--- config.mk ---
export PLATFORM = sky130hd
export DESIGN_NAME = tmu_scanline
export DESIGN_NICKNAME = d
export VERILOG_FILES = /design/src/rtl/tmu_geom_pkg.sv /design/src/rtl/tmu_ctrl_pkg.sv /design/src/rtl/tmu_divider.sv /design/src/rtl/tmu_span_setup.sv /design/src/rtl/tmu_scantrace.sv /design/src/rtl/tmu_scanline.sv
export VERILOG_INCLUDE_DIRS = /design/src /design/src/rtl
export SDC_FILE = /design/constraint.sdc
export NUM_CORES = 1
export LEC_CHECK = 0
export BUFFER_PORTS_ARGS = -buffer_cell sky130_fd_sc_hd__buf_2
export CAP_MARGIN = 30
export CORE_UTILIZATION = 43
export CTS_CLUSTER_SIZE = 40
export DETAILED_ROUTE_END_ITERATION = 12
export MAX_ROUTING_LAYER = met4
export PLACE_DENSITY_LB_ADDON = 0.05
export REMOVE_ABC_BUFFERS = 1
export SLEW_MARGIN = 20
export SYNTH_ARGS = -nofsm -noshare
export SYNTH_HDL_FRONTEND = slang
export SYNTH_SLANG_ARGS = --single-unit
--- constraint.sdc ---
create_clock -name sys_clk -period 13.32 [get_ports sys_clk]
set_input_delay 1.332 -clock sys_clk [delete_from_list [all_inputs] [get_ports sys_clk]]
set_output_delay 1.332 -clock sys_clk [all_outputs]
set_load 0.1 [all_outputs]
--- src/rtl/tmu_config.svh ---
//##########################################################
// Build-time sizes for the span rasterizer of the texture unit
// Pull this header in wherever a width or a cycle count is needed
//##########################################################

`ifndef TMU_CONFIG_SVH
`define TMU_CONFIG_SVH

// Width of every screen and texture coordinate, two's complement
// Coordinates stay within 0 to 1023, the extra bit carries the sign of differences
`define TMU_COORD_W 12

// Width of divisor, quotient and remainder
// Span lengths and texture deltas never exceed 1023 in magnitude
`define TMU_FRAC_W 11

// The serial divider retires one quotient bit per clock
// So a full division takes as many cycles as the quotient is wide
`define TMU_DIV_CYCLES `TMU_FRAC_W

`endif

--- src/rtl/tmu_geom_pkg.sv ---
//##########################################################
// Geometry types for the span rasterizer
// Spans come in, step words go to the tracer, points go out
//##########################################################

`include "tmu_config.svh"

package tmu_geom_pkg;

	// One signed coordinate on screen or in texture space
	typedef logic signed [`TMU_COORD_W-1:0] tmu_coord_t;

	// Unsigned magnitude as seen by the divider
	typedef logic [`TMU_FRAC_W-1:0] tmu_frac_t;

	// A horizontal span with texture coordinates at both ends
	// Start X must not lie right of end X
	typedef struct packed {
		tmu_coord_t y;
		tmu_coord_t s_x;
		tmu_coord_t s_u;
		tmu_coord_t s_v;
		tmu_coord_t e_x;
		tmu_coord_t e_u;
		tmu_coord_t e_v;
	} tmu_span_t;

	// Per-pixel step along one texture axis
	// The remainder feeds the error accumulator of the tracer
	typedef struct packed {
		logic      positive;
		tmu_frac_t q;
		tmu_frac_t r;
	} tmu_step_t;

	// Everything the tracer needs to walk one span
	typedef struct packed {
		tmu_coord_t y;
		tmu_coord_t s_x;
		tmu_coord_t s_u;
		tmu_coord_t s_v;
		tmu_coord_t e_x;
		tmu_step_t  du;
		tmu_step_t  dv;
		tmu_frac_t  divisor;
	} tmu_trace_t;

	// One textured pixel leaving the stage
	typedef struct packed {
		tmu_coord_t x;
		tmu_coord_t y;
		tmu_coord_t u;
		tmu_coord_t v;
	} tmu_point_t;

endpackage

--- src/rtl/tmu_ctrl_pkg.sv ---
//##########################################################
// Controller state encodings of the span rasterizer
// Shared by the setup block and the scan tracer
//##########################################################

package tmu_ctrl_pkg;

	// Setup block sequence
	// Idle takes a span, divide waits on both dividers, handoff waits on the tracer
	typedef enum logic [1:0] {
		SETUP_IDLE    = 2'd0,
		SETUP_DIVIDE  = 2'd1,
		SETUP_HANDOFF = 2'd2
	} tmu_setup_state_e;

	// Scan tracer sequence
	// Busy lasts from the load until the last point is acknowledged
	typedef enum logic [0:0] {
		TRACE_IDLE = 1'b0,
		TRACE_BUSY = 1'b1
	} tmu_trace_state_e;

endpackage

--- src/rtl/tmu_divider.sv ---
//##########################################################
// Serial restoring divider, one quotient bit per clock
// Pulse start with the operands, results follow with done
// and hold until the next start
//##########################################################

`timescale 1ns/100ps
`include "tmu_config.svh"

module tmu_divider #(
	parameter int width = `TMU_FRAC_W
) (
	input  logic             sys_clk,
	input  logic             sys_rst,
	input  logic             start,
	input  logic [width-1:0] dividend,
	input  logic [width-1:0] divisor,
	output logic [width-1:0] quotient,
	output logic [width-1:0] remainder,
	output logic             done
);

	localparam int cnt_w = $clog2(`TMU_DIV_CYCLES + 1);

	// Dividend bits leave at the top while quotient bits enter at the bottom
	logic [width-1:0] quo_q;
	logic [width-1:0] rem_q;
	logic [width-1:0] div_q;
	logic [cnt_w-1:0] cnt_q;
	logic             running;

	logic             iterate;
	logic [width-1:0] quo_src;
	logic [width-1:0] rem_src;
	logic [width-1:0] div_src;
	logic [width:0]   trial;
	logic [width+1:0] diff;

	// The first iteration runs on the start edge, directly from the inputs
	assign iterate = start | running;
	assign quo_src = start ? dividend : quo_q;
	assign rem_src = start ? '0 : rem_q;
	assign div_src = start ? divisor : div_q;

	// Shift the next dividend bit into the partial remainder and try the subtraction
	assign trial = {rem_src, quo_src[width-1]};
	assign diff = {1'b0, trial} - {2'b00, div_src};

	// A borrow means the divisor did not fit and the trial value is kept
	always_ff @(posedge sys_clk) begin
		if (iterate) begin
			div_q <= div_src;
			if (diff[width+1]) begin
				rem_q <= trial[width-1:0];
				quo_q <= {quo_src[width-2:0], 1'b0};
			end else begin
				rem_q <= diff[width-1:0];
				quo_q <= {quo_src[width-2:0], 1'b1};
			end
		end
	end

	// Counts the iterations still left after the one done on the start edge
	always_ff @(posedge sys_clk) begin
		if (sys_rst) begin
			running <= 1'b0;
			cnt_q   <= '0;
			done    <= 1'b0;
		end else begin
			done <= 1'b0;
			if (start) begin
				running <= 1'b1;
				cnt_q   <= cnt_w'(`TMU_DIV_CYCLES - 1);
			end else if (running) begin
				cnt_q <= cnt_q - 1'b1;
				if (cnt_q == cnt_w'(1)) begin
					// Last bit retires on this edge
					running <= 1'b0;
					done    <= 1'b1;
				end
			end
		end
	end

	assign quotient = quo_q;
	assign remainder = rem_q;

endmodule

--- src/rtl/tmu_span_setup.sv ---
//##########################################################
// Span setup for the rasterizer
// Takes a span, derives length and texture deltas, runs the
// two dividers and passes a complete step word to the tracer
//##########################################################

`timescale 1ns/100ps
`include "tmu_config.svh"

module tmu_span_setup (
	input  logic                      sys_clk,
	input  logic                      sys_rst,
	input  logic                      span_stb,
	output logic                      span_ack,
	input  tmu_geom_pkg::tmu_span_t   span,
	output logic                      div_start,
	output tmu_geom_pkg::tmu_frac_t   du_dividend,
	output tmu_geom_pkg::tmu_frac_t   dv_dividend,
	output tmu_geom_pkg::tmu_frac_t   divisor,
	input  tmu_geom_pkg::tmu_frac_t   du_q,
	input  tmu_geom_pkg::tmu_frac_t   du_r,
	input  tmu_geom_pkg::tmu_frac_t   dv_q,
	input  tmu_geom_pkg::tmu_frac_t   dv_r,
	input  logic                      div_done,
	output logic                      trace_stb,
	input  logic                      trace_ack,
	output tmu_geom_pkg::tmu_trace_t  trace,
	output logic                      busy
);
	import tmu_geom_pkg::*;
	import tmu_ctrl_pkg::*;

	tmu_setup_state_e state;
	tmu_setup_state_e state_next;
	tmu_span_t        span_q;
	logic             accept;
	logic             accept_d;
	tmu_coord_t       dx_diff;
	tmu_coord_t       du_diff;
	tmu_coord_t       dv_diff;
	logic             du_positive;
	logic             dv_positive;

	// Magnitude of a signed difference, cut down to divider width
	function automatic tmu_frac_t magnitude(input tmu_coord_t d);
		tmu_coord_t mag;
		mag = d[`TMU_COORD_W-1] ? -d : d;
		return mag[`TMU_FRAC_W-1:0];
	endfunction

	// A span is only taken while the controller sits idle
	assign span_ack = (state == SETUP_IDLE);
	assign accept = span_stb & span_ack;

	always_ff @(posedge sys_clk) begin
		if (accept) begin
			span_q <= span;
		end
	end

	// Differences from the registered span, settled one cycle after acceptance
	assign dx_diff = span_q.e_x - span_q.s_x;
	assign du_diff = span_q.e_u - span_q.s_u;
	assign dv_diff = span_q.e_v - span_q.s_v;

	// Divider operands are captured together with the start pulse
	// A flat slope counts as positive and divides to zero
	always_ff @(posedge sys_clk) begin
		if (accept_d) begin
			divisor     <= dx_diff[`TMU_FRAC_W-1:0];
			du_positive <= ~du_diff[`TMU_COORD_W-1];
			dv_positive <= ~dv_diff[`TMU_COORD_W-1];
			du_dividend <= magnitude(du_diff);
			dv_dividend <= magnitude(dv_diff);
		end
	end

	always_ff @(posedge sys_clk) begin
		if (sys_rst) begin
			state     <= SETUP_IDLE;
			accept_d  <= 1'b0;
			div_start <= 1'b0;
		end else begin
			state     <= state_next;
			accept_d  <= accept;
			div_start <= accept_d;
		end
	end

	// Both dividers run in lockstep, so the U divider's done speaks for both
	always_comb begin
		state_next = state;
		case (state)
			SETUP_IDLE: begin
				if (span_stb) begin
					state_next = SETUP_DIVIDE;
				end
			end
			SETUP_DIVIDE: begin
				if (div_done) begin
					state_next = SETUP_HANDOFF;
				end
			end
			SETUP_HANDOFF: begin
				if (trace_ack) begin
					state_next = SETUP_IDLE;
				end
			end
			default: begin
				state_next = SETUP_IDLE;
			end
		endcase
	end

	// The step word is stable for the whole handoff
	always_comb begin
		trace.y           = span_q.y;
		trace.s_x         = span_q.s_x;
		trace.s_u         = span_q.s_u;
		trace.s_v         = span_q.s_v;
		trace.e_x         = span_q.e_x;
		trace.du.positive = du_positive;
		trace.du.q        = du_q;
		trace.du.r        = du_r;
		trace.dv.positive = dv_positive;
		trace.dv.q        = dv_q;
		trace.dv.r        = dv_r;
		trace.divisor     = divisor;
	end

	assign trace_stb = (state == SETUP_HANDOFF);
	assign busy = (state != SETUP_IDLE);

endmodule

--- src/rtl/tmu_scantrace.sv ---
//##########################################################
// Scan tracer of the rasterizer
// Walks a span from start X to end X and emits one textured
// point per pixel, interpolating U and V with error terms
//##########################################################

`timescale 1ns/100ps
`include "tmu_config.svh"

module tmu_scantrace (
	input  logic                      sys_clk,
	input  logic                      sys_rst,
	input  logic                      trace_stb,
	output logic                      trace_ack,
	input  tmu_geom_pkg::tmu_trace_t  trace,
	output logic                      point_stb,
	input  logic                      point_ack,
	output tmu_geom_pkg::tmu_point_t  point,
	output logic                      busy
);
	import tmu_geom_pkg::*;
	import tmu_ctrl_pkg::*;

	// One bit wider than the remainder so a negative error shows in the top bit
	typedef logic [`TMU_FRAC_W:0] err_t;

	tmu_trace_state_e state;
	tmu_trace_state_e state_next;
	logic             load;
	logic             advance;
	logic             last;
	tmu_coord_t       e_x_q;
	tmu_step_t        du_q;
	tmu_step_t        dv_q;
	tmu_frac_t        divisor_q;
	err_t             err_u;
	err_t             err_v;
	err_t             err_u_next;
	err_t             err_v_next;
	tmu_coord_t       u_next;
	tmu_coord_t       v_next;

	// Advances one texture axis by a single pixel
	// The extra unit is taken once the accumulated remainder passes half the divisor
	function automatic void step_axis(
		input  tmu_coord_t coord,
		input  err_t       err,
		input  tmu_step_t  axis_step,
		input  tmu_frac_t  div_len,
		output tmu_coord_t coord_next,
		output err_t       err_next
	);
		err_t       sum;
		logic       correct;
		tmu_coord_t delta;
		sum = err + err_t'(axis_step.r);
		correct = ~sum[`TMU_FRAC_W] && (sum[`TMU_FRAC_W-1:0] > (div_len >> 1));
		delta = tmu_coord_t'(axis_step.q) + tmu_coord_t'(correct);
		coord_next = axis_step.positive ? coord + delta : coord - delta;
		err_next = correct ? sum - err_t'(div_len) : sum;
	endfunction

	// The point on display is the last one once X has reached the end
	assign last = (point.x == e_x_q);
	assign load = (state == TRACE_IDLE) & trace_stb;
	assign advance = (state == TRACE_BUSY) & point_ack & ~last;

	always_comb begin
		step_axis(point.u, err_u, du_q, divisor_q, u_next, err_u_next);
		step_axis(point.v, err_v, dv_q, divisor_q, v_next, err_v_next);
	end

	// Point and step registers only move on a load or an acknowledged point
	// So the output holds still while the consumer stalls
	always_ff @(posedge sys_clk) begin
		if (load) begin
			point.x   <= trace.s_x;
			point.y   <= trace.y;
			point.u   <= trace.s_u;
			point.v   <= trace.s_v;
			err_u     <= '0;
			err_v     <= '0;
			e_x_q     <= trace.e_x;
			du_q      <= trace.du;
			dv_q      <= trace.dv;
			divisor_q <= trace.divisor;
		end else if (advance) begin
			point.x <= point.x + 1'b1;
			point.u <= u_next;
			point.v <= v_next;
			err_u   <= err_u_next;
			err_v   <= err_v_next;
		end
	end

	always_ff @(posedge sys_clk) begin
		if (sys_rst) begin
			state <= TRACE_IDLE;
		end else begin
			state <= state_next;
		end
	end

	// Leaves busy when the consumer takes the point that sits on end X
	always_comb begin
		state_next = state;
		case (state)
			TRACE_IDLE: begin
				if (trace_stb) begin
					state_next = TRACE_BUSY;
				end
			end
			TRACE_BUSY: begin
				if (point_ack && last) begin
					state_next = TRACE_IDLE;
				end
			end
			default: begin
				state_next = TRACE_IDLE;
			end
		endcase
	end

	assign trace_ack = (state == TRACE_IDLE);
	assign point_stb = (state == TRACE_BUSY);
	assign busy = (state == TRACE_BUSY);

endmodule

--- src/rtl/tmu_scanline.sv ---
//##########################################################
// Top level of the span rasterizing stage
// Spans enter through a strobe and acknowledge pair, textured
// points leave through another one
//##########################################################

`timescale 1ns/100ps

module tmu_scanline (
	input  logic                      sys_clk,
	input  logic                      sys_rst,
	input  logic                      span_stb,
	output logic                      span_ack,
	input  tmu_geom_pkg::tmu_span_t   span,
	output logic                      point_stb,
	input  logic                      point_ack,
	output tmu_geom_pkg::tmu_point_t  point,
	output logic                      busy
);
	import tmu_geom_pkg::*;

	logic       div_start;
	tmu_frac_t  du_dividend;
	tmu_frac_t  dv_dividend;
	tmu_frac_t  divisor;
	tmu_frac_t  du_q;
	tmu_frac_t  du_r;
	tmu_frac_t  dv_q;
	tmu_frac_t  dv_r;
	logic       du_done;
	logic       trace_stb;
	logic       trace_ack;
	tmu_trace_t trace;
	logic       setup_busy;
	logic       trace_busy;

	tmu_span_setup setup (
		.sys_clk     (sys_clk),
		.sys_rst     (sys_rst),
		.span_stb    (span_stb),
		.span_ack    (span_ack),
		.span        (span),
		.div_start   (div_start),
		.du_dividend (du_dividend),
		.dv_dividend (dv_dividend),
		.divisor     (divisor),
		.du_q        (du_q),
		.du_r        (du_r),
		.dv_q        (dv_q),
		.dv_r        (dv_r),
		.div_done    (du_done),
		.trace_stb   (trace_stb),
		.trace_ack   (trace_ack),
		.trace       (trace),
		.busy        (setup_busy)
	);

	// Both dividers share start and divisor, only the dividend differs
	tmu_divider u_div (
		.sys_clk   (sys_clk),
		.sys_rst   (sys_rst),
		.start     (div_start),
		.dividend  (du_dividend),
		.divisor   (divisor),
		.quotient  (du_q),
		.remainder (du_r),
		.done      (du_done)
	);

	// Finishes on the same edge as the U divider, so its done stays open
	tmu_divider v_div (
		.sys_clk   (sys_clk),
		.sys_rst   (sys_rst),
		.start     (div_start),
		.dividend  (dv_dividend),
		.divisor   (divisor),
		.quotient  (dv_q),
		.remainder (dv_r),
		.done      ()
	);

	tmu_scantrace tracer (
		.sys_clk   (sys_clk),
		.sys_rst   (sys_rst),
		.trace_stb (trace_stb),
		.trace_ack (trace_ack),
		.trace     (trace),
		.point_stb (point_stb),
		.point_ack (point_ack),
		.point     (point),
		.busy      (trace_busy)
	);

	// The stage is busy while any span is still in setup or being traced
	assign busy = setup_busy | trace_busy;

endmodule

==> impl_results.md, run 1 <==
- Worst setup path endpoint: tracer.point[21]$_DFFE_PP_
- Place WS: 6.50 ns
- Unrepaired setup endpoints after global routing: false
- CP arrival: 6.96 ns
- Worst min path class: reg2reg
- Syn-to-layout area delta: 13.9%
- Routed vias: 12,900
- Mux cell area share after synthesis: 3.34%
- Worst setup EP type: flop
- Commonest cells after routing, fill and taps aside: edfxtp_1 (302), ha_1 (155), buf_2 (138)
- CTS tree: built
- Worst rel slew slack: 39.3%
- Final-report hold violation count: 0
- Post CTS Setup Buffer Count: 0
- Mapped cell area: 19,300 um^2
- Max_cap viols: 0
- Biggest cell delay along the critical path: 0.47 ns
- Share of cells above drive strength 1: 14.1%
- Inst Count DP: approximately 2,400
- CTS H-tree depth: 2
- Worst EP required: 13.61 ns
- Synth Area in Compound Gates: around 12%
- Routability congestion estimate: between 0.8 and 0.9
- Slew of the pin with the lowest slew margin: around 0.9 ns
- Via-per-instance ratio: 5.16
- Nets: approximately 2,100
- Setup_tns: 0 ns
- Cell variety after synth: 71
- Syn Area/Cell: ~11 um^2
- Min Tclk post-route: 6.67 ns
- Antenna Cells: 0
- # IOs: roughly 140
- Post-synthesis xor/xnor area fraction: 7.82%
- Critical Path Start Type: flop
- VDD IR max: 0.0878 mV
- Status: finished clean
- Die height: approximately 210 um
- Max Slew Vio Count: 0
- Port bufs: around 140
- Drt first-iter violations: around 720
- Root buffer cell: clkbuf_16
- Post-cts sizing count: 0
- Worst-skew pair later-pin latency: 0.57 ns
- WL per Instance: 16.6 um
- Number of global-route vias before repair: 12,500
- Tcrit/Tclk final: ~50%
- Layout fillers: 4,027
- Fin util: 49.6%
- Number of flops mapped to enable cells by yosys: just over 300
- Pleak: 0.00872 uW
- Ys async rst share: 0%
- Reg2reg start: tracer.du_q[0]$_DFFE_PP_
- Drt pass-1 iters: 5
- Crit path launch: tracer.du_q[0]$_DFFE_PP_
- Syn. warnings: 0
- Half-perimeter wire length after placement: 30.3 mm
- Detailed Route WL: 41.5 mm
- Post-synthesis sequential area ratio: 51.2%
- TritonCTS sink count: 342
- Ranking of synthesized cells by area: edfxtp_1 (47%), ha_1 (10%), xnor2_1 (4.4%), dfxtp_1 (4.2%), xor2_1 (3.5%)
- Worst clock skew: 0.0153 ns
- Grt total ovfl: 0
- Synth area leader: edfxtp_1
- Core ar.: between 40,000 and 50,000 um^2
- Main combinational cell family by area after synthesis: compound AO/OA/AOI/OAI gates
- Worst Hold Launch: setup.trace[112]$_DFFE_PP_
- Worst reg2reg path depth: 28
- Cts bufs inserted: 41
- Max Freq: 150 MHz
- Die X: 214 um
- Antenna violations before repair: 0
- Area of the multi-input gates: 8750 um^2
- Remaining antenna violation count after routing: 0
- Hold buffers post-CTS: 0
- Synth Instances: 1,728
- Most common cell after layout, fill and taps aside: edfxtp_1
- Setup violations, final: 0
- Crit-path most repeated cell: ha_1
- Top cell type's share of synthesized area: approximately 47%
- Ys flop type: edfxtp_1
- WHS Path Cells: 0
- Std-Cell Rows: 77
- Worst setup margin: 6.65 ns
- Flop-to-flop setup slack: 6.65 ns
- Adder-Cell Fraction of Synth Area: approximately 11%
- Synth Register Bits: 342
- Clk buf depth: 3
- First-pass GRT wire length: approximately 66 mm
- DRC Markers: 0
- Starting Density: 43.6%
- CP Class: reg2reg
- Post-Synth Simple-Gate Area: 11.5%
- Crit Path Max Fanout: 5
- Power per cell area: 140 nW/um^2
- Register Area: 9870 um^2
- RR Endpoint: tracer.point[21]$_DFFE_PP_
- Worst-path clk slew: approximately 0.060 ns
- Worst path slowest cell: a2111o_1
- GRT Overall Usage: 19.1%
- Final Non-Filler Cells: approximately 2,500
- Die footprint: 45,700 um^2
- Largest net degree at the start of global routing: 67
==> worst max-delay path: cells and delay by family, from the launching register on <==
family	cells	cell delay (ns)
AO/OA/AOI/OAI	12	2.75
buffers and inverters	2	0.19
flip-flops	1	0.37
adder cells (fa/ha/maj)	7	1.97
XOR/XNOR	2	0.28
multiplexers	1	0.29
AND/OR/NAND/NOR	4	0.51
==> synth_stat cells (all sizes together) (9+ instances only) <==
library cell,n
nand2,127
fa,11
clkbuf,35
a21oi,96
a21o,21
nor2,125
o21ai,100
xnor2,96
a211oi,13
o21a,22
and3,13
dfxtp,40
nand3,45
nand4,9
a21boi,26
nor3,40
o21bai,13
inv,127
ha,155
nor2b,45
nand2b,15
mux2,34
edfxtp,302
xor2,76
mux2i,26
a31oi,15
==> kinds of logic after synthesis <==
family / count (synthesis)
simple gates: 464
mux: 60
flops: 342
compound gates: 355
xor+xnor: 172
fa+ha+maj: 166
buf+inv: 169
==> through the flow <==
step	hold slack, ns	power (uW)	cell area, um^2
floorplan	0.400	1840	19100
global placement	0.401	2000	20600
detailed placement	0.405	2020	20600
CTS	0.418	3120	21900
global route	0.421	3260	21900
finish	0.416	3080	21900
==> cell type report <==
class	count	share of cell area, %
clock inverter	26	1.11
clock buffer	46	4.81
inverter	128	2.20
sequential	342	45.0
timing repair buffer	152	3.66
tap	592	3.37
multi-input combinational	1217	39.9
==> power breakdown <==
| group | switching (uW) | total [uW] | internal [uW] |
|---|---|---|---|
| Combinational | 398 | 717 | 319 |
| Sequential | 29.1 | 1280 | 1250 |
| Clock | 452 | 1080 | 632 |
| Total | 879 | 3080 | 2200 |
==> worst min path at each step <==
stage / to / slack (ns)
finish: tracer.point[31]$_DFFE_PP_ / 0.42
global route: tracer.point[33]$_DFFE_PP_ / 0.42
CTS: tracer.point[31]$_DFFE_PP_ / 0.42
detailed placement: tracer.point[31]$_DFFE_PP_ / 0.41
global placement: tracer.point[32]$_DFFE_PP_ / 0.40
floorplan: tracer.du_q[22]$_DFFE_PP_ / 0.40
==> flip-flops by register name (all words and copies together) (netlist names), 2 cells and up <==
register,flops
setup.dv_dividend,11
u_div.cnt_q,4
v_div.remainder,11
setup.span_q,24
tracer.du_q,23
tracer.point,48
u_div.quotient,11
setup.trace,60
tracer.divisor_q,11
tracer.err_v,12
u_div.div_q,11
v_div.cnt_q,4
setup.state,2
v_div.quotient,11
setup.divisor,11
u_div.remainder,11
tracer.err_u,12
v_div.div_q,11
setup.du_dividend,11
tracer.dv_q,23
tracer.e_x_q,12
==> metal layers <==
| metal | part of all wire (%) | global-route usage [%] |
|---|---|---|
| met4 | 2.0 | 5.91 |
| met3 | 4.5 | 3.15 |
| met5 | 0 | - |
| met2 | 42 | 27.4 |
| met1 | 51 | 27.6 |
(Power assumes the default switching activity.)
==> run 2, diff against run 1 <==
==> constraint.sdc (replaced) <==
create_clock -name sys_clk -period 6.5 [get_ports sys_clk]
set_input_delay 0.65 -clock sys_clk [delete_from_list [all_inputs] [get_ports sys_clk]]
set_output_delay 0.65 -clock sys_clk [all_outputs]
set_load 0.1 [all_outputs]
==> run 2 against run 1 <==
Design area rose by 0.60%. Non-clock buffer count rose by 4. Critical endpoint unchanged. Largest cell class unchanged. First-iteration DRC count rose by 0.70%. Count of clock-buffer cells in the layout rose by 1.
==> impl_results.md, run 2 (synthesis gave the netlist of run 1 again) <==
- Grt total ovfl: 0
- Half-perimeter wire length after placement: 30.0 mm
- CTS H-tree depth: 2
- Final-report hold violation count: 0
- Nets: 2,139
- Syn-to-layout area delta: 14.6%
- Worst setup EP type: flop
- Number of global-route vias before repair: 12,500
- Worst clock skew: between 0.02 and 0.03 ns
- Most common cell after layout, fill and taps aside: edfxtp_1
- GRT Overall Usage: 19.1%
- Unrepaired setup endpoints after global routing: false
- # IOs: 139
- Remaining antenna violation count after routing: 0
- DRC Markers: 0
- CP Class: reg2reg
- WL per Instance: 16.5 um
- Crit Path Max Fanout: 3
- Worst min path class: in2reg
- Drt first-iter violations: ~720
- Die X: 214 um
- Commonest cells after routing, fill and taps aside: edfxtp_1 (302), ha_1 (153), buf_2 (138)
- Worst setup margin: 0.358 ns
- Slew of the pin with the lowest slew margin: 0.883 ns
- Antenna violations before repair: 0
- TritonCTS sink count: about 340
- Critical Path Start Type: flop
- Die footprint: 45,700 um^2
- Status: finished clean
- Setup violations, final: 0
- Routed vias: about 13,000
- Pleak: 0.00874 uW
- Max_cap viols: 0
- Detailed Route WL: just over 40 mm
- VDD IR max: 0.210 mV
- Crit-path most repeated cell: ha_1
- Largest net degree at the start of global routing: 65
- Routability congestion estimate: between 0.8 and 0.9
- Worst path slowest cell: edfxtp_1
- Share of cells above drive strength 1: 15.0%
- Biggest cell delay along the critical path: 0.37 ns
- Core ar.: 44,200 um^2
- Root buffer cell: clkbuf_16
- Starting Density: 43.6%
- Cts bufs inserted: 40
- Antenna Cells: 0
- Die height: 214 um
- Max Freq: 163 MHz
- Clk buf depth: 3
- Worst-skew pair later-pin latency: 0.58 ns
- First-pass GRT wire length: 65.6 mm
- Std-Cell Rows: 77
- CP arrival: 6.43 ns
- Setup_tns: 0 ns
- Worst-path clk slew: 0.06 ns
- Min Tclk post-route: ~6.1 ns
- CTS tree: built
- Worst rel slew slack: 40.7%
- Hold Slack: around 0.24 ns
- Number of flip-flops in the largest register: 60
- Power per cell area: 287 nW/um^2
- Place WS: -0.0273 ns
- Max Slew Vio Count: 0
- Via-per-instance ratio: 5.15
- Port bufs: 138
- Drt pass-1 iters: 5
- Tcrit/Tclk final: 94.5%
- Worst EP required: just under 7 ns
==> run 2: changes by cell type in the layout (fill, tap and decap cells not counted), moves of 3 or more <==
cell	delta
a21oi_1	-5
a21oi_2	+5
buf_4	+6
clkbuf_1	+3
clkinv_2	-5
clkinvlp_4	+3
o21ai_0	-4
==> run 2: worst max-delay path: cells and delay by family (launching register included) <==
| kind | cells | cell delay, ns |
|---|---|---|
| buffers and inverters | 2 | 0.16 |
| adders and majority gates | 7 | 1.90 |
| muxes | 1 | 0.29 |
| DFF | 1 | 0.37 |
| and+or+nand+nor | 4 | 0.50 |
| xor gates and xnor gates | 2 | 0.28 |
| AOI/OAI and AO/OA | 12 | 2.36 |
==> run 2: path summary, 6_finish.rpt <==
path / end / slack (ns) / cells after the start / from
worst min-delay path: setup.trace[107]$_DFFE_PP_ / 0.24 / 1 / span[74]
worst max-delay path: tracer.point[21]$_DFFE_PP_ / 0.36 / 28 / tracer.du_q[0]$_DFFE_PP_
worst max register to register: tracer.point[21]$_DFFE_PP_ / 0.36 / 28 / tracer.du_q[0]$_DFFE_PP_
worst min register to register: tracer.point[33]$_DFFE_PP_ / 0.42 / 0 / setup.trace[114]$_DFFE_PP_
==> run 2: area by class of cell <==
class,count,area [um^2]
Clock buffer,47,1030
Multi-Input combinational cell,1217,8830
Fill cell,4009,22100
Timing Repair Buffer,156,826
Inverter,128,483
Tap cell,592,741
Clock inverter,26,297
Sequential cell,342,9870
==> run 2: where the power goes <==
group          internal (uW)  switching (uW)
Clock                   1310             936
Combinational            660             805
Sequential              2560            66.0
==> run 2: stage by stage <==
step	utilization [%]	power (uW)	instance area (um^2)	std cells
after floorplan	-	3780	19100	1687
after global placement	46.7	4100	20700	2435
after detailed placement	46.7	4120	20700	2435
after CTS	49.8	6400	22000	2508
after global routing	49.9	6710	22100	2508
final	49.9	6340	22100	2508
==> run 2: routing by layer <==
layer / up-vias / global-route usage, % / wire (um)
met3: 59 / 3.21 / 1710
met4: 0 / 5.64 / 998
met1: 6065 / 27.7 / 21300
li1: 6561 / - / -
met5: - / - / 0
met2: 223 / 27.2 / 17300
==> run 2: timing repair <==
item                                    CTS  global route
hold buffers                              0             0
pin swaps                                 0             2
endpoints found under the hold margin     0             0
setup buffers                             0             0
endpoints found under the setup margin    1            11
gates resized for setup                   1            22
